## config.mk

```make
export PLATFORM = sky130hd
export DESIGN_NAME = aes_keyex
export DESIGN_NICKNAME = d
export VERILOG_FILES = /design/src/common/aes_pkg.sv /design/src/aes/aes_keyex.sv
export SDC_FILE = /design/constraint.sdc
export NUM_CORES = 1
export LEC_CHECK = 0
export BUFFER_PORTS_ARGS = -buffer_cell sky130_fd_sc_hd__buf_2
export CORE_AREA = 2 2 618 620
export DETAILED_ROUTE_END_ITERATION = 10
export DIE_AREA = 0 0 620 622
export SKIP_LAST_GASP = 1
export SLEW_MARGIN = 0
export SYNTH_ARGS = -nofsm -noshare
export SYNTH_HDL_FRONTEND = slang
export SYNTH_SLANG_ARGS = --single-unit
```

## constraint.sdc

```tcl
create_clock -name i_clk -period 109.9 [get_ports i_clk]
set_clock_uncertainty 0.05 [all_clocks]
set_input_delay 10.99 -clock i_clk [delete_from_list [all_inputs] [get_ports i_clk]]
set_output_delay 10.99 -clock i_clk [all_outputs]
set_load 0.03 [all_outputs]
```

## src/common/aes_pkg.sv

```systemverilog
`default_nettype none

package aes_pkg;

	localparam int NUM_ROUNDS = 10;

	// ------------------------------------------------------------------------
	// data types
	// ------------------------------------------------------------------------

	// one block, seen flat or as four column words
	typedef union packed {
		logic [127:0]     flat;
		logic [0:3][31:0] col;   // col[0] sits in the top word
	} aes_block_u;

	// round key 0 in the top 128 bits, round key 10 at the bottom
	typedef logic [0:NUM_ROUNDS][127:0] aes_rkeys_t;

	typedef struct packed {
		logic       key_load;   // one-cycle pulse
		logic       start;      // one-cycle pulse
		aes_block_u key;
		aes_block_u din;
	} aes_ctrl_t;

	// ------------------------------------------------------------------------
	// register map, byte offsets
	// ------------------------------------------------------------------------
	localparam logic [5:0] REG_CTRL   = 6'h00;
	localparam logic [5:0] REG_STATUS = 6'h04;
	localparam logic [5:0] REG_KEY0   = 6'h10;   // KEY0..3 up to 0x1c
	localparam logic [5:0] REG_DIN0   = 6'h20;   // DIN0..3 up to 0x2c
	localparam logic [5:0] REG_DOUT0  = 6'h30;   // DOUT0..3 up to 0x3c

	localparam int CTRL_KEY_LOAD = 0;
	localparam int CTRL_START    = 1;

	// round constant, only the top byte of the word is non-zero
	function automatic logic [7:0] rcon(input logic [3:0] idx);
		case (idx)
			4'd0:    return 8'h01;
			4'd1:    return 8'h02;
			4'd2:    return 8'h04;
			4'd3:    return 8'h08;
			4'd4:    return 8'h10;
			4'd5:    return 8'h20;
			4'd6:    return 8'h40;
			4'd7:    return 8'h80;
			4'd8:    return 8'h1b;
			4'd9:    return 8'h36;
			default: return 8'h00;
		endcase
	endfunction

endpackage

`default_nettype wire

```

## src/aes/aes_keyex.sv

```systemverilog
`timescale 1ns/1ps
`default_nettype none

module aes_keyex
	import aes_pkg::*;
(
	input  wire              i_clk,
	input  wire              i_rst,
	input  wire              i_key_load,
	input  wire aes_block_u  i_key,
	output aes_rkeys_t       o_rkeys,
	output logic             o_key_ok,
	output logic             o_sbox_use,    // window request to the cipher
	output logic [31:0]      o_sbox_din,
	input  wire [31:0]       i_sbox_dout
);

	logic [3:0]          cnt;     // round keys registered so far
	aes_block_u          cur;     // key the step works from
	aes_block_u          last;    // newest round key
	aes_block_u          nxt;
	logic [1:10][127:0]  rk_sr;   // round keys 1..10, shifted in from the bottom
	logic [31:0]         t;

	// first step runs straight off the input key
	assign cur = i_key_load ? i_key : last;

	assign o_sbox_use = i_key_load | (cnt != 4'd0 && cnt != NUM_ROUNDS);
	assign o_sbox_din = {cur.col[3][23:0], cur.col[3][31:24]};   // RotWord

	// SubWord result plus round constant
	assign t = i_sbox_dout ^ {rcon(i_key_load ? 4'd0 : cnt), 24'h000000};

	always_comb begin
		nxt.col[0] = cur.col[0] ^ t;
		for (int i = 1; i < 4; i++)
			nxt.col[i] = cur.col[i] ^ nxt.col[i-1];   // chained words
	end

	// ------------------------------------------------------------------------
	// counter and round key store
	// ------------------------------------------------------------------------
	always_ff @(posedge i_clk or posedge i_rst) begin
		if (i_rst)
			cnt <= 4'd0;
		else if (i_key_load)
			cnt <= 4'd1;           // restart, even mid-schedule
		else if (o_sbox_use)
			cnt <= cnt + 4'd1;     // stops at 10
	end

	always_ff @(posedge i_clk) begin
		if (o_sbox_use) begin
			last  <= nxt;
			rk_sr <= {rk_sr[2:10], nxt.flat};
		end
	end

	// key_ok held off during the load pulse itself
	assign o_key_ok = (cnt == NUM_ROUNDS) & ~i_key_load;
	assign o_rkeys  = {i_key.flat, rk_sr};   // rk0 is the key register

endmodule

`default_nettype wire

```

Word-level counts from Yosys, hierarchy flattened --
Memories as Yosys holds them, arrays and structs flattened. Index checks and enable logic that the tools add are counted.
Storage, ports and cells: register bits after elaboration 1284, bits in read-only memories 128, output and inout bits 1442, logic and storage cells 30, memories 1
Memories:
- (name not given) | depth 16, bits a word 8, rd ports 1, clocked after Yosys merged registers in 0, write ports 0, line aes_pkg.sv:41 | case (idx)
Cells by class: add/subtract/negate cells 1, eq/ne operators 2, muxes and demuxes 4, bitwise operators 8, reduce and logical (&&, ||, !) cells 3
Operators by type and width (number):
- bitwise XOR 32 bit | 5
- two-way mux 128 bit | 1
- two-way mux 4 bit | 3
- adder 4 x 1 -> 4 bit, second input constant | 1
- == test 4 bit, second input constant | 1
- inequality test 4 bit, second input constant | 1
- nonzero test 4 bit | 1
- nonzero test 2 bit | 1
- bitwise AND 1 bit | 1
- logical AND 1 bit | 1
- NOT 1 bit | 1
- bitwise OR 1 bit | 1

Logic depth before layout (Yosys ltp) --
An unclocked memory read counts as a cell.
depth in word-level cells 7, gate-level depth with buffers 8, gate-level depth less buffers 6

Worst setup path after synthesis --
Ideal clock, no wire load.
kind input to output, from input port i_key_load, to output port o_sbox_use, data arrival time 42.791 ns, required time 98.860 ns, slack 56.069 ns, stages on the path 7, path buffers 6, cell sequence buf_6 > buf_12 > buf_6 > buf_6 > buf_4 > buf_4 > nand2b_1
Between the ends: cells in the longest elaborated chain, start to end 1
RTL lines:
- start: declaration | line aes_keyex.sv:9 | input wire i_key_load,
- bitwise OR 1 bit | line aes_keyex.sv:28 | assign o_sbox_use = i_key_load | (cnt != 4'd0 && cnt != NUM_ROUNDS);
- end: declaration | line aes_keyex.sv:13 | output logic o_sbox_use,
No other way between the ends.

Worst setup path in the final report --
from input port i_key_load, to output port o_sbox_din[20]
Between the ends: cells in the longest elaborated chain, start to end 1
RTL lines:
- two-way mux 128 bit | line aes_keyex.sv:26 | assign cur = i_key_load ? i_key : last;
- end: declaration | line aes_keyex.sv:14 | output logic [31:0] o_sbox_din,
No other way between the ends.

==> flow_summary.html <==
<table>
<tr><th>Metric</th><th>Value</th></tr>
<tr><th colspan="2">Run status</th></tr>
<tr><td>Outcome</td><td>finished clean</td></tr>
<tr><th colspan="2">Floorplanning</th></tr>
<tr><td>Standard-cell rows</td><td>226</td></tr>
<tr><td>Area of the core</td><td>378,300 um2</td></tr>
<tr><td>Die outline height</td><td>622 um</td></tr>
<tr><td>I/O pin total</td><td>1,605</td></tr>
<tr><td>Starting density of the core</td><td>11.53%</td></tr>
<tr><td>Die span in x</td><td>620 um</td></tr>
<tr><td>Die area</td><td>385,600 um2</td></tr>
<tr><th colspan="2">Layout</th></tr>
<tr><td>P&amp;R area growth vs syn</td><td>43.36%</td></tr>
<tr><td>Fillers</td><td>41.32k</td></tr>
<tr><td>Ratio of cells with drive above 1 in the final layout</td><td>54.08%</td></tr>
<tr><td>Area taken by multi-input logic gates</td><td>3928 um2</td></tr>
<tr><td>Commonest non-fill, non-tap cell in the layout</td><td>sky130_fd_sc_hd__buf_2</td></tr>
<tr><td>Non-filler instance count after layout</td><td>8,614</td></tr>
<tr><td>Total Nets Final</td><td>3,619</td></tr>
<tr><td>Fin util</td><td>16.53%</td></tr>
<tr><td>Area occupied by registers</td><td>38,540 um2</td></tr>
<tr><td>Commonest cells after routing, fill and taps aside</td><td>1,603 x sky130_fd_sc_hd__buf_2, 1,280 x sky130_fd_sc_hd__edfxtp_1, 168 x sky130_fd_sc_hd__clkbuf_16</td></tr>
<tr><th colspan="2">Synthesis</th></tr>
<tr><td>Post-synthesis net count</td><td>1,966</td></tr>
<tr><td>Main combinational cell family by area after synthesis</td><td>XOR/XNOR gates</td></tr>
<tr><td>Xor/xnor share of the synthesized area</td><td>5.389%</td></tr>
<tr><td>Synthesized flop and latch total</td><td>1,284</td></tr>
<tr><td>Post-Synthesis Cells</td><td>1,800</td></tr>
<tr><td>Simple logic cell fraction of the synthesized area</td><td>0.4015%</td></tr>
<tr><td>Syn Std Cell Area</td><td>43,630 um2</td></tr>
<tr><td>Multiplexer share of the synthesized area</td><td>3.031%</td></tr>
<tr><td>Synth Area in Compound Gates</td><td>0.06883%</td></tr>
<tr><td>Unique cell type count in the Yosys netlist</td><td>31</td></tr>
<tr><td>Share of synthesized area occupied by flip-flops and latches</td><td>88.33%</td></tr>
<tr><td>Yosys warns</td><td>0</td></tr>
<tr><td>Synth Area in Adders</td><td>0.08604%</td></tr>
<tr><td>Syn Area/Cell</td><td>24.24 um2</td></tr>
<tr><th colspan="2">Critical path</th></tr>
<tr><td>Critical path type</td><td>in2out</td></tr>
<tr><td>Data arrival time of the worst path</td><td>13,540 ps</td></tr>
<tr><td>Data required time of the critical path</td><td>98,860 ps</td></tr>
<tr><td>Slowest library cell on the worst path</td><td>sky130_fd_sc_hd__buf_4</td></tr>
<tr><td>Sort of element at the start of the critical path</td><td>primary input</td></tr>
<tr><td>Largest driver fanout on the critical path</td><td>50</td></tr>
<tr><td>Slowest cell delay on critical path</td><td>550 ps</td></tr>
<tr><td>Critical path, cell by cell</td><td>buf_8, buf_4, buf_4, mux2_2, buf_2</td></tr>
<tr><td>Critical Path Sink Type</td><td>output port</td></tr>
<tr><td>Cell depth of the worst flop-to-flop path</td><td>10</td></tr>
<tr><td>CP most frequent cell</td><td>sky130_fd_sc_hd__buf_4</td></tr>
<tr><th colspan="2">Clocking</th></tr>
<tr><td>Worst skew pair latency</td><td>880 ps</td></tr>
<tr><td>Number of instances resized during post-cts repair</td><td>0</td></tr>
<tr><td>Hold-fix buffers at CTS</td><td>0</td></tr>
<tr><td>Clock sinks</td><td>1,284</td></tr>
<tr><td>Clock slew at reported path FFs</td><td>60 ps</td></tr>
<tr><td>Setup fix buffers added after clock tree synthesis</td><td>0</td></tr>
<tr><td>H-Tree Level Count</td><td>4</td></tr>
<tr><td>Root buffer selected by CTS</td><td>sky130_fd_sc_hd__clkbuf_16</td></tr>
<tr><td>TritonCTS clock tree</td><td>done</td></tr>
<tr><td>Number of buffers between clock root and the deepest sink</td><td>4</td></tr>
<tr><td>TritonCTS Buffers</td><td>168</td></tr>
<tr><th colspan="2">Timing</th></tr>
<tr><td>Post-route fraction of the period consumed by the critical path</td><td>22.37%</td></tr>
<tr><td>Worst path setup slack after routing</td><td>85,320 ps</td></tr>
<tr><td>Final setup fails</td><td>0</td></tr>
<tr><td>Worst-margin pin slew</td><td>1089 ps</td></tr>
<tr><td>Number of failing hold endpoints at the final stage</td><td>0</td></tr>
<tr><td>Max Slew Vio Count</td><td>0</td></tr>
<tr><td>Period minus WS final</td><td>24,580 ps</td></tr>
<tr><td>Slew margin rel.</td><td>27.38%</td></tr>
<tr><td>Setup repair after global routing missed its margin</td><td>false</td></tr>
<tr><td>Max Clock Freq</td><td>40.68 MHz</td></tr>
<tr><td>Accumulated negative setup slack</td><td>0 ps</td></tr>
<tr><th colspan="2">Detailed routing</th></tr>
<tr><td>1st-pass router iterations</td><td>6</td></tr>
<tr><td>Detailed-route via count</td><td>26.13k</td></tr>
<tr><td>Remaining number of nets flagged by the antenna check after routing</td><td>0</td></tr>
<tr><td>Post-detailed-route wirelength per cell</td><td>32.76 um</td></tr>
<tr><td>Number of vias per cell after detailed routing</td><td>3.033</td></tr>
<tr><td>Count of routing violations after the opening detailed-route iteration</td><td>2,387</td></tr>
<tr><td>DRC errors left</td><td>0</td></tr>
<tr><td>Total length of routed wires</td><td>282.2 mm</td></tr>
<tr><th colspan="2">Run</th></tr>
<tr><td>Max Cap Viol</td><td>0</td></tr>
<tr><th colspan="2">Worst hold path</th></tr>
<tr><td>Worst min-delay path class</td><td>reg2reg</td></tr>
<tr><td>Number of stages on the worst hold path</td><td>0</td></tr>
<tr><th colspan="2">Global route</th></tr>
<tr><td>Antenna violations before repair</td><td>75</td></tr>
<tr><td>Pin count of the biggest net entering global routing</td><td>176</td></tr>
<tr><td>Global-route usage over all layers</td><td>13.99%</td></tr>
<tr><td>Total gr overflow</td><td>0</td></tr>
<tr><td>Vias in the first global route</td><td>25.02k</td></tr>
<tr><td>Global-route wire length before repair</td><td>338.5 mm</td></tr>
<tr><th colspan="2">Place</th></tr>
<tr><td>HPWL after detailed placement</td><td>237.1 mm</td></tr>
<tr><td>GP Congestion</td><td>0.9188</td></tr>
<tr><td>Count of buffers from port buffering</td><td>1,604</td></tr>
<tr><td>Cell count after placement</td><td>8,299</td></tr>
<tr><td>Setup slack at placement</td><td>85,220 ps</td></tr>
</table>
==> area by class of cell <==
class | instances | area share, %
Sequential cell | 1284 | 61.61
Tap cell | 5016 | 10.03
Multi-Input combinational cell | 360 | 6.280
Clock inverter | 105 | 1.824
Inverter | 8 | 0.04801
Antenna cell | 11 | 0.04401
Clock buffer | 199 | 6.908
Timing Repair Buffer | 1631 | 13.25
==> state kept, by name, indices dropped and copies added, names as in the netlist <==
signal,flops
o_rkeys,1280
cnt,4
==> per-stage QoR <==
stage               hold WS, ps  instance area (um2)
finish                    364.5                62550
global route              358.9                62520
CTS                       336.9                62520
detailed placement        376.3                57060
global placement          375.8                57040
floorplan                 625.6                43630
==> metal layers <==
metal / routed length, um / share of wire, % / global-route usage [%]
met5: 34 / 0.012 / 0
met1: 116400 / 41 / 17.54
met4: 10680 / 3.8 / 4.901
met3: 24360 / 8.6 / 4.354
met2: 130700 / 46 / 22.52
==> cells in the mapped netlist <==
library cell               number  share of area (%)
sky130_fd_sc_hd__a21oi_1        2              0.023
sky130_fd_sc_hd__and3_1         1              0.014
sky130_fd_sc_hd__and3b_1        2              0.040
sky130_fd_sc_hd__buf_12         1              0.046
sky130_fd_sc_hd__buf_2          4              0.046
sky130_fd_sc_hd__buf_4        133                2.3
sky130_fd_sc_hd__buf_6          9               0.23
sky130_fd_sc_hd__clkbuf_1       1             0.0086
sky130_fd_sc_hd__dfrtp_1        4               0.23
sky130_fd_sc_hd__edfxtp_1    1280                 88
sky130_fd_sc_hd__ha_1           3              0.086
sky130_fd_sc_hd__inv_1          8              0.069
sky130_fd_sc_hd__mux2_1         5               0.13
sky130_fd_sc_hd__mux2_2        28               0.72
sky130_fd_sc_hd__mux2i_1       95                2.2
sky130_fd_sc_hd__nand2_1        2              0.017
sky130_fd_sc_hd__nand2b_1       4              0.057
sky130_fd_sc_hd__nand3_1        3              0.034
sky130_fd_sc_hd__nand4b_1       1              0.020
sky130_fd_sc_hd__nor2_1         6              0.052
sky130_fd_sc_hd__nor2b_1        1              0.014
sky130_fd_sc_hd__nor3_1         2              0.023
sky130_fd_sc_hd__nor3b_1        3              0.052
sky130_fd_sc_hd__nor3b_2        1              0.029
sky130_fd_sc_hd__nor4_4         1              0.049
sky130_fd_sc_hd__o21ai_1        4              0.046
sky130_fd_sc_hd__xnor2_1       77                1.5
sky130_fd_sc_hd__xnor2_2       25               0.93
sky130_fd_sc_hd__xnor3_1       27                1.4
sky130_fd_sc_hd__xnor3_2        5               0.27
sky130_fd_sc_hd__xor2_1        62                1.2
==> worst max-delay path: cells and delay by family <==
| kind | cells | cell delay [ps] |
|---|---|---|
| buffers and inverters | 4 | 1860 |
| muxes | 1 | 510 |
==> cells by family (layout without fill, tap and decap cells) <==
kind of cell,Yosys count,count (layout)
compound gates,6,6
xor+xnor,196,196
fa+ha+maj,3,3
buf+inv,156,1943
flops,1284,1284
mux,128,128
other cells,0,11
simple gates,27,27
==> path summary, 6_finish.rpt <==
path                                    from             end  slack, ps
worst min register to register  o_rkeys[963]   o_rkeys[1091]        360
worst max-delay path              i_key_load  o_sbox_din[20]      85320
worst min-delay path            o_rkeys[963]   o_rkeys[1091]        360
min in group asynchronous              i_rst          cnt[2]       9990
max in group asynchronous              i_rst          cnt[3]      99640
worst max register to register        cnt[0]    o_rkeys[269]     104630
Power is not shown: default switching activity piles up to over one toggle a cycle in this logic, so the estimate is an artifact.
