## config.mk

```make
export PLATFORM = sky130hd
export DESIGN_NAME = aes_regs
export DESIGN_NICKNAME = d
export VERILOG_FILES = /design/src/common/aes_pkg.sv /design/src/common/axil_pkg.sv /design/src/verilog/aes_regs.sv
export SDC_FILE = /design/constraint.sdc
export NUM_CORES = 1
export LEC_CHECK = 0
export BUFFER_PORTS_ARGS = -buffer_cell sky130_fd_sc_hd__buf_4
export CAP_MARGIN = 20
export CELL_PAD_IN_SITES_DETAIL_PLACEMENT = 0
export CELL_PAD_IN_SITES_GLOBAL_PLACEMENT = 1
export CORE_ASPECT_RATIO = 1.5
export CORE_MARGIN = 3
export CORE_UTILIZATION = 41
export DETAILED_ROUTE_END_ITERATION = 6
export GPL_TIMING_DRIVEN = 0
export PLACE_DENSITY = 0.83
export SLEW_MARGIN = 20
export SYNTH_ARGS = -nofsm -noshare
export SYNTH_HDL_FRONTEND = slang
export SYNTH_SLANG_ARGS = --single-unit
```

## constraint.sdc

```tcl
create_clock -name i_clk -period 4.42 [get_ports i_clk]
set_clock_uncertainty 0.15 [all_clocks]
set_input_delay 0 -clock i_clk [delete_from_list [all_inputs] [get_ports i_clk]]
set_output_delay 0 -clock i_clk [all_outputs]
set_load 0.05 [all_outputs]
```

## src/common/aes_pkg.sv

```systemverilog
`default_nettype none

package aes_pkg;

	localparam int NUM_ROUNDS = 10;

	// ------------------------------------------------------------------------
	// data types
	// ------------------------------------------------------------------------

	// one block, seen flat or as four column words
	typedef union packed {
		logic [127:0]     flat;
		logic [0:3][31:0] col;   // col[0] sits in the top word
	} aes_block_u;

	// round key 0 in the top 128 bits, round key 10 at the bottom
	typedef logic [0:NUM_ROUNDS][127:0] aes_rkeys_t;

	typedef struct packed {
		logic       key_load;   // one-cycle pulse
		logic       start;      // one-cycle pulse
		aes_block_u key;
		aes_block_u din;
	} aes_ctrl_t;

	// ------------------------------------------------------------------------
	// register map, byte offsets
	// ------------------------------------------------------------------------
	localparam logic [5:0] REG_CTRL   = 6'h00;
	localparam logic [5:0] REG_STATUS = 6'h04;
	localparam logic [5:0] REG_KEY0   = 6'h10;   // KEY0..3 up to 0x1c
	localparam logic [5:0] REG_DIN0   = 6'h20;   // DIN0..3 up to 0x2c
	localparam logic [5:0] REG_DOUT0  = 6'h30;   // DOUT0..3 up to 0x3c

	localparam int CTRL_KEY_LOAD = 0;
	localparam int CTRL_START    = 1;

	// round constant, only the top byte of the word is non-zero
	function automatic logic [7:0] rcon(input logic [3:0] idx);
		case (idx)
			4'd0:    return 8'h01;
			4'd1:    return 8'h02;
			4'd2:    return 8'h04;
			4'd3:    return 8'h08;
			4'd4:    return 8'h10;
			4'd5:    return 8'h20;
			4'd6:    return 8'h40;
			4'd7:    return 8'h80;
			4'd8:    return 8'h1b;
			4'd9:    return 8'h36;
			default: return 8'h00;
		endcase
	endfunction

endpackage

`default_nettype wire

```

## src/common/axil_pkg.sv

```systemverilog
`default_nettype none

package axil_pkg;

	// response codes
	localparam logic [1:0] RESP_OKAY   = 2'b00;
	localparam logic [1:0] RESP_SLVERR = 2'b10;

	// address channels carry the full bus address, blocks decode what they need
	typedef struct packed {
		logic        valid;
		logic [31:0] addr;
	} axil_aw_t;

	typedef struct packed {
		logic        valid;
		logic [31:0] addr;
	} axil_ar_t;

	typedef struct packed {
		logic        valid;
		logic [31:0] data;   // no strobes, always a full word
	} axil_w_t;

	typedef struct packed {
		logic       valid;
		logic [1:0] resp;
	} axil_b_t;

	typedef struct packed {
		logic        valid;
		logic [31:0] data;
		logic [1:0]  resp;
	} axil_r_t;

endpackage

`default_nettype wire

```

## src/verilog/aes_regs.sv

```systemverilog
`timescale 1ns/1ps
`default_nettype none

module aes_regs
	import aes_pkg::*, axil_pkg::*;
#(
	parameter int ADDR_W = 8
) (
	input  wire              i_clk,
	input  wire              i_rst,
	input  wire axil_aw_t    i_aw,
	output logic             o_aw_ready,
	input  wire axil_w_t     i_w,
	output logic             o_w_ready,
	output axil_b_t          o_b,
	input  wire              i_b_ready,
	output aes_ctrl_t        o_ctrl,
	output logic             o_err_clr
);

	logic              aw_full;
	logic [ADDR_W-1:0] aw_addr;
	logic              w_full;
	logic [31:0]       w_data;
	logic              do_wr;
	logic [5:0]        off;
	logic              in_map;
	logic              wr_ctrl;
	logic              wr_key;
	logic              wr_din;
	logic              key_load_q;
	logic              start_q;
	aes_block_u        key_q;
	aes_block_u        din_q;

	// ------------------------------------------------------------------------
	// AW and W holding, write once both are in
	// ------------------------------------------------------------------------
	assign o_aw_ready = ~aw_full & ~o_b.valid;   // nothing new while B pending
	assign o_w_ready  = ~w_full & ~o_b.valid;
	assign do_wr      = aw_full & w_full;

	always_ff @(posedge i_clk or posedge i_rst) begin
		if (i_rst) begin
			aw_full <= 1'b0;
			w_full  <= 1'b0;
		end else begin
			aw_full <= ~do_wr & (aw_full | (i_aw.valid & o_aw_ready));
			w_full  <= ~do_wr & (w_full | (i_w.valid & o_w_ready));
		end
	end

	// address decode, bits above the 64-byte map must be zero
	assign off     = aw_addr[5:0];
	assign in_map  = (aw_addr >> 6) == '0;
	assign wr_ctrl = in_map && off == REG_CTRL;
	assign wr_key  = in_map && off[5:4] == REG_KEY0[5:4] && off[1:0] == 2'b00;
	assign wr_din  = in_map && off[5:4] == REG_DIN0[5:4] && off[1:0] == 2'b00;

	always_ff @(posedge i_clk) begin
		if (i_aw.valid && o_aw_ready)
			aw_addr <= i_aw.addr[ADDR_W-1:0];
		if (i_w.valid && o_w_ready)
			w_data <= i_w.data;
		if (do_wr && wr_key)
			key_q.col[off[3:2]] <= w_data;   // KEY0 is the top word
		if (do_wr && wr_din)
			din_q.col[off[3:2]] <= w_data;
	end

	// ------------------------------------------------------------------------
	// control pulses and write response
	// ------------------------------------------------------------------------
	always_ff @(posedge i_clk or posedge i_rst) begin
		if (i_rst) begin
			key_load_q <= 1'b0;
			start_q    <= 1'b0;
			o_b        <= '0;
		end else begin
			key_load_q <= do_wr & wr_ctrl & w_data[CTRL_KEY_LOAD];
			start_q    <= do_wr & wr_ctrl & w_data[CTRL_START];
			if (do_wr) begin
				o_b.valid <= 1'b1;
				// STATUS, DOUT and holes are not writable
				o_b.resp  <= (wr_ctrl | wr_key | wr_din) ? RESP_OKAY : RESP_SLVERR;
			end else if (i_b_ready) begin
				o_b.valid <= 1'b0;
			end
		end
	end

	assign o_ctrl.key_load = key_load_q;
	assign o_ctrl.start    = start_q;
	assign o_ctrl.key      = key_q;
	assign o_ctrl.din      = din_q;
	assign o_err_clr       = key_load_q;   // a new key clears the error flag

endmodule

`default_nettype wire

```

======== After elaboration in Yosys (flattened, before gate mapping) ========
Index checks and enable logic that the tools add are counted.
cells by class
  $add $sub $neg .......................... 0
  multiply operators ...................... 0
  div/mod/pow operators ................... 0
  $lt $le $gt $ge ......................... 2
  equal/unequal tests ..................... 2
  shifts and indexed selects .............. 0
  muxes and demuxes ....................... 7
  bitwise logic cells ..................... 19
  reductions and logical operators ........ 14
operators with widths
  operator                                                   count
  bitwise mux 128 bit                                        2
  demux 32 bit (select 2 bit)                                1
  2-to-1 mux 32 bit                                          1
  AND 1 bit                                                  10
  logical AND 1 bit                                          10
  logical NOT 8 bit                                          1
  logical NOT 6 bit                                          1
  NOT 1 bit                                                  4
  bitwise OR 1 bit                                           4
  greater-or-equal comparator 3 bit (second input constant)  1
  < comparator 3 x 1 -> 1 bit (second input constant)        1
  NOT 2 -> 3 bit                                             1
  equality test 2 x 1 -> 1 bit (second input constant)       1
  equality test 2 bit (second input constant)                1
  logical NOT 2 bit                                          1
  2-to-1 mux 1 bit                                           2
  2-to-1 mux 2 bit                                           1
  nonzero test 2 bit                                         1
storage, ports and cells
  register bits after elaboration ......... 303
  latch bits .............................. 0
  bits in writable memories ............... 0
  ROM bits ................................ 0
  output and inout port bits .............. 264
  word-level logic and storage cells ...... 54
  memories ................................ 0

======== Logic depth before layout (Yosys ltp) ========
Gate-level depths: netlist of run 1.
  depth after elaboration ................. 6
  gate-level depth with buffers ........... 4
  gate-level depth less buffers ........... 3

======== Worst setup path before layout of run 1 ========
No wires, ideal clock.
  kind .................................... reg-to-reg
  start point ............................. reg aw_addr[7]
  end point ............................... reg din_q[32] in the netlist's numbering, enable pin
  library setup time ...................... 0.461 ns
  arrival time ............................ 3.158 ns
  required time ........................... 3.809 ns
  path slack .............................. 0.651 ns
  stages on the path, launching flop included .. 4
  path buffers ............................ 0
  period minus slack after synthesis ...... 3.769 ns
  path through ............................ edfxtp_1 -> nor4_4 -> nand3b_2 -> nor3_1
on the way
  longest elaborated chain between the ends .. 4
ends and longest elaborated chain
  item                            line            RTL
  start, declared                 aes_regs.sv:22  logic [ADDR_W-1:0] aw_addr;
  start signal, assigned          aes_regs.sv:62  aw_addr <= i_aw.addr[ADDR_W-1:0];
  logical NOT 8 bit               aes_regs.sv:55  assign in_map = (aw_addr >> 6) == '0;
  logical AND 1 bit (2 in a row)  aes_regs.sv:58  assign wr_din = in_map && off[5:4] == REG_DIN0[5:4] && off[1:0] == 2'b00;
  logical AND 1 bit               aes_regs.sv:67  if (do_wr && wr_din)
  end, declared                   aes_regs.sv:34  aes_block_u din_q;
No other way between the ends.
A chain may end at the register's enable or synchronous reset.

======== Worst setup path in the final report of run 1 ========
  start point ............................. reg aw_addr[7]
  end point ............................... reg din_q[63] in the netlist's numbering, enable pin
Same word-level chain as after synthesis.

==> impl_results.md, run 1 <==
- Congestion Overflow GR: 0
- Leak Pwr: slightly above 5 nW
- Fin crit share: 61.7%
- Starting Density: a little over two fifths
- Sequential Area: 0.00904 mm^2
- Fraction of registers with async set/reset: under 10%
- Sw Share: a little over a fifth
- Worst setup SP type: flop
- Row count: 66
- Most common cell in the synthesized netlist: edfxtp_1
- Hold Crit Class: input pin to flop
- Status: complete, no violations
- Fin. Hold Viols: 0
- Worst Tran Pin Value: about 0.79 ns
- FF-to-FF path depth: 5
- WL met1: 8470 um
- Vias: approximately 5.0k
- Total CTS buffers: 27
- WHS Path Cells: 2
- Clock Pin Slew Worst Setup and Hold Paths: roughly 0.060 ns
- Reg2reg end: din_q[63]
- Total Routing Usage GR: a little under a fifth
- Largest net degree at the start of global routing: 22
- Clock Latency Late Sink: slightly above 0.5 ns
- RR Startpoint: aw_addr[7]
- First-pass GRT wire length: between 30,000 and 40,000 um
- CTS Sinks: roughly 300
- Post-route DRC: 0
- Final wirelength: approximately 24,000 um
- Most frequent cells after synthesis: 296 x edfxtp_1, 9 x nor2_1, 6 x dfrtp_1
- Area of the die: approximately 0.025 mm^2
- R2r setup slk: roughly 1.7 ns
- CTS H-Tree Depth: 1
- RSZ-0062 raised after global routing: no
- Maximum VDD drop: about 0.00033 V
- Die X: approximately 130 um
- Rel. slew slack: approximately 47%
- DP HPWL: approximately 16,000 um
- GPL Wtd Cong: between 0.7 and 0.8
- Register area share after synthesis: 97.3%
- Crit path time final: 2.73 ns
- Area growth syn-to-layout: 46.6%
- Post-Syn Area per Cell: about 27 um^2
- Seq pwr share: between 50% and 60%
- Top post-synthesis cells by area: edfxtp_1 96%, dfrtp_1 1.6%, nor2_1 0.36%
- YS warnings: 0
- Internal Power: ~4.7 mW
- Synth top area share: between 90% and 100%
- WL/cell: around 23 um
- # resized after CTS: 0
- # setup viols final: 0
- Die Ht: approximately 190 um
- CP Max Fanout: 7
- Maximum clock path buffer count: 3
- Crit path kind: flop to flop
- Drt pass-1 iters: 4
- Fillers: roughly 1.5k
- Overall Power: ~6 mW
- Layout cells sized above 1: 50.3%
- Core Box Area: approximately 0.022 mm^2
- EDFF count, synth: about 300
- CP Capture Type: flop
- Max Fclk: about 370 MHz
- Seq cells post-synth: roughly 300
- Iteration-0 DRC Markers: about 320
- Max cap viols: 0
- Initial antenna violation count: 2
- Max Slew Vio Count: 0
- Root buffer cell: clkbuf_16
- Post-synth top area cell: edfxtp_1
- Crit path DAT: 2.80 ns
- Top Ports: around 330
- Worst hold path startpoint: i_aw[7]
- Worst hold endpoint: aw_addr[7]
- Mapped Cells: roughly 340
- TritonCTS clock tree: done
- Metal2 WL: ~13,000 um
- Number of global-route vias before repair: 5,328
- Area of the multi-input gates: between 200 and 300 um^2
- Worst EP required: 4.49 ns
- # nets final: roughly 800
- Worst hold slack: about 0.056 ns
- Post-synthesis cell area: a little over 0.009 mm^2
- Switch Pwr: approximately 1.3 mW
- Synth unique cells: 22
- Combinational share of power: 6.0%
- Power per Cell Area: approximately 440 mW/mm^2
- ANT nets after route: 0
- Post-CTS Setup Inserts: 0
- Synthesized Nets: between 400 and 500
- Ys flop type: edfxtp_1
- DR top layer: met4
- DR WL met3: 1830 um
- Vias per cell: a little under 5
- Number of port buffers: 307
- Final Core Density: 62.0%
- Clock power share: a little over a third
-- cell usage in the layout (no fill, tap or decap), types with 2 or more instances in the layout --
master	count
clkinv_2	9
dlygate4sd3_1	45
clkbuf_1	4
edfxtp_1	296
nor2_4	6
clkbuf_16	27
nor2_1	3
inv_1	4
buf_4	318
and2_1	4
clkinv_1	6
buf_16	10
diode_2	2
dfrtp_1	6
nor3_2	2
nand3_1	2
-- per-layer routing --
metal / up-vias / GRT usage, %
li1: 2166 / -
met1: 2502 / 22.2
met2: 281 / 33.8
met3: 46 / 4.18
met4: 0 / 6.02
met5: - / 0
-- critical path: stages (launching register included) --
cell and delay (ns):
edfxtp_1 0.41, nor4_4 0.40, nand3b_2 0.27, nor3_2 0.71
buf_4 0.32, buf_6 0.17
-- layout make-up --
class                   instances  share of cell area, %
well taps                     272                   2.50
clock buffers                  31                   5.07
multi-input cells              31                   1.95
flip-flops and latches        302                   66.4
plain buffers                   4                  0.202
repair buffers                372                   22.9
inverters                       4                  0.110
clock inverters                18                  0.836
diodes                          2                 0.0368
-- how the worst max path moves through the flow --
stage / end / from / depth (start not counted) / slack, ns
3_3_place_gp: din_q[63] / aw_addr[7] / 3 / -1.96
2_1_floorplan: din_q[32] / aw_addr[7] / 3 / 0.65
4_1_cts: din_q[63] / aw_addr[7] / 5 / 1.68
5_1_grt: din_q[53] / aw_addr[7] / 5 / 1.57
3_5_place_dp: din_q[63] / aw_addr[7] / 5 / 1.69
6_report: din_q[63] / aw_addr[7] / 5 / 1.69
-- state kept, by name (all words and copies together), names as in the netlist --
register / count
din_q: 128
key_q: 128
w_data: 32
aw_addr: 8
o_b: 2
aw_full: 1
o_err_clr: 1
start_q: 1
w_full: 1
-- logic make-up (layout without fill, tap and decap cells) --
family | count (synthesis) | after routing | share of synthesized area (%)
DFF | 302 | 302 | 97.3
and+or+nand+nor | 25 | 25 | 1.80
buffers and inverters | 8 | 429 | 0.458
AOI/OAI and AO/OA | 5 | 5 | 0.404
other | 1 | 3 | 0.0404
-- what timing repair did --
item | in CTS | in global routing
setup endpoints to repair | 0 | 0
hold buffers | 45 | 0
endpoints found under the hold margin | 68 | 0
-- power by group through the flow --
stage / clock network [mW] / registers (mW) / logic, mW
floorplan: 0 / 3.56 / 0.137
global placement: 0 / 3.54 / 0.298
detailed placement: 0 / 3.56 / 0.326
CTS: 2.18 / 3.49 / 0.358
global route: 2.31 / 3.51 / 0.381
finish: 2.12 / 3.50 / 0.360
-- per-stage QoR --
| stage | setup slack (ns) | area, um^2 | setup TNS, ns | std cells |
|---|---|---|---|---|
| 4_1_cts | 1.68 | 13600 | 0 | 1034 |
| 3_5_place_dp | 1.69 | 12400 | 0 | 940 |
| 2_1_floorplan | 0.651 | 9290 | 0 | 341 |
| 5_1_grt | 1.57 | 13600 | 0 | 1036 |
| 6_report | 1.69 | 13600 | 0 | 1036 |
| 3_3_place_gp | -1.96 | 11900 | -141.41 | 920 |
No activity file was read; power rests on OpenSTA's default activity.
==> inputs of run 2 (changes only) <==
- CORE_UTILIZATION: 41 -> 37
- PLACE_DENSITY: 0.83 -> 0.79
- clock period: 4.42 -> 2.4 ns (I/O delays scaled with it)
==> run 2 against run 1 <==
Sequential share of layout area shrank 0.64 points. Hold slack lost 0.014 ns. Global-route usage shrank 2.7 points. Fmax grew 21%. Via count shrank 0.42%. Sequential power grew 84%. Wire length shrank 2.4%. Non-clock buffer count grew 4. Register-to-register slack lost 1.6 ns. Die area grew 10%. Critical path type unchanged. Critical endpoint is now key_q[58].
==> impl_results.md, run 2 (synthesis gave the netlist of run 1 again) <==
- # nets final: around 800
- Worst Tran Pin Value: around 0.62 ns
- Die Ht: roughly 200 um
- Post-route DRC: 0
- Fin crit share: roughly 94%
- RR Startpoint: aw_addr[7]
- Crit path depth: 5
- Crit path buffers/inverters: 2
- Starting Density: roughly 38%
- Die X: about 140 um
- Worst path cell trace: nor4_4 -> nand3_1 -> nor3_4 -> buf_4 -> buf_6
- Worst hold endpoint: aw_addr[5]
- Overall Power: between 10 and 15 mW
- DP HPWL: between 15,000 and 20,000 um
- Worst EP required: 2.47 ns
- Total placed cells including tap cells: roughly 1,000
- CP max stage delay: roughly 0.41 ns
- Fin. Hold Viols: 0
- Area growth syn-to-layout: 48.0%
- Layout cells sized above 1: between 50 and 60%
- CP Capture Type: flop
- Total CTS buffers: 26
- CP max-delay cell: edfxtp_1
- Max cap viols: 0
- R2r setup slk: ~0.14 ns
- Vias per cell: 4.56
- Maximum clock path buffer count: 3
- Root buffer cell: clkbuf_16
- Congestion Overflow GR: 0
- TritonCTS clock tree: done
- Worst hold path startpoint: i_aw[5]
- Most frequent cells in the layout: 317 x buf_4, 296 x edfxtp_1, 45 x dlygate4sd3_1
- Drt pass-1 iters: 4
- Clock Pin Slew Worst Setup and Hold Paths: approximately 0.070 ns
- WL/cell: 21.3 um
- Crit path kind: flop to flop
- ANT nets after route: 0
- Rel. slew slack: 58.7%
- # setup viols final: 0
- Crit-path leading delay family: simple AND/OR/NAND/NOR gates
- Hold Crit Class: input pin to flop
- Worst setup SP type: flop
- Row count: 70
- Area of the die: around 0.027 mm^2
- Maximum VDD drop: roughly 0.00073 V
- Initial antenna violation count: 0
- Status: complete, no violations
- Core Box Area: ~0.025 mm^2
- Leak Pwr: about 5 nW
- Fillers: about 1.8k
- Commonest non-fill, non-tap cell in the layout: buf_4
- Sum Neg Setup Slack: 0 ns
- Largest net degree at the start of global routing: 34
- Total Routing Usage GR: between 10% and 20%
- WHS Path Cells: 2
- First-pass GRT wire length: around 32,000 um
- Non-Filler Instances: 1,090
- CP Max Fanout: 12
- CTS Sinks: 302
- Crit path time final: 2.26 ns
- Max Fclk: around 440 MHz
- Clock Latency Late Sink: 0.52 ns
- Power per Cell Area: ~810 mW/mm^2
- Max Slew Vio Count: 0
- Top Ports: between 300 and 400
- CTS H-Tree Depth: 1
- Number of port buffers: 307
- Number of global-route vias before repair: ~5.2k
- GPL Wtd Cong: 0.746
- FF-to-FF path depth: 5
- Final wirelength: about 23,000 um
- Reg2reg end: key_q[58]
- RSZ-0062 raised after global routing: no
- Iteration-0 DRC Markers: 204
- Vias: ~5.0k
- Crit path DAT: approximately 2.3 ns
-- run 2: how the worst max path moves through the flow --
stage,start,end
6_report,aw_addr[7],key_q[58]
5_1_grt,aw_addr[7],key_q[62]
3_5_place_dp,aw_addr[7],key_q[53]
4_1_cts,aw_addr[7],din_q[62]
2_1_floorplan,aw_addr[7],key_q[100]
3_3_place_gp,aw_addr[7],key_q[76]
-- run 2: final cells by class --
type,count,area (um^2),share of cell area [%]
antenna,1,2.50,0.0182
buffer,4,27.5,0.200
clock buffer,30,687,5.00
clock inverter,18,149,1.08
inverter,4,15.0,0.109
multi-input combinational,31,279,2.03
sequential,302,9040,65.7
tap,324,405,2.95
timing repair buffer,376,3150,22.9
-- run 2: worst reg2reg max path, cell delays in order, from the launching register on --
cell and delay, ns:
edfxtp_1 0.41, nor4_4 0.38, nand3_1 0.39, nor3_4 0.28, buf_4 0.17, buf_6 0.18
-- run 2: what timing repair did --
item | CTS | global route
hold buffers | 44 | 1
endpoints found under the hold margin | 56 | 4
resized for setup | 0 | 0
buffers inserted | 9 | 4
cloned | 0 | 0
endpoints found under the setup margin | 151 | 32
pin swaps | 7 | 2
-- run 2: routing by layer --
metal  global-route usage (%)  routed length [um]  vias up
met2                     30.1               12900      252
met1                     17.5                8120     2498
met3                     3.39                1410       51
li1                         -                   -     2173
met4                     6.99                 779        0
met5                        0                   0        -
-- run 2: stage by stage --
stage / instance area (um^2) / hold WS, ns / setup WS (ns) / util [%]
6_report: 13800 / 0.0424 / 0.137 / 56.1
5_1_grt: 13700 / 0.0224 / 0.0484 / 56.1
3_5_place_dp: 12300 / -0.211 / -0.269 / 50.1
4_1_cts: 13700 / 0.00365 / 0.00366 / 55.8
3_3_place_gp: 12000 / -0.222 / -2.09 / 49.0
2_1_floorplan: 9310 / -0.359 / -0.496 / -
-- run 2: report_power, final --
| group | total (mW) | internal, mW | switching, mW |
|---|---|---|---|
| Clock | 4.02 | 2.27 | 1.75 |
| Sequential | 6.44 | 6.19 | 0.247 |
| Combinational | 0.632 | 0.218 | 0.414 |
| Total | 11.1 | 8.68 | 2.41 |
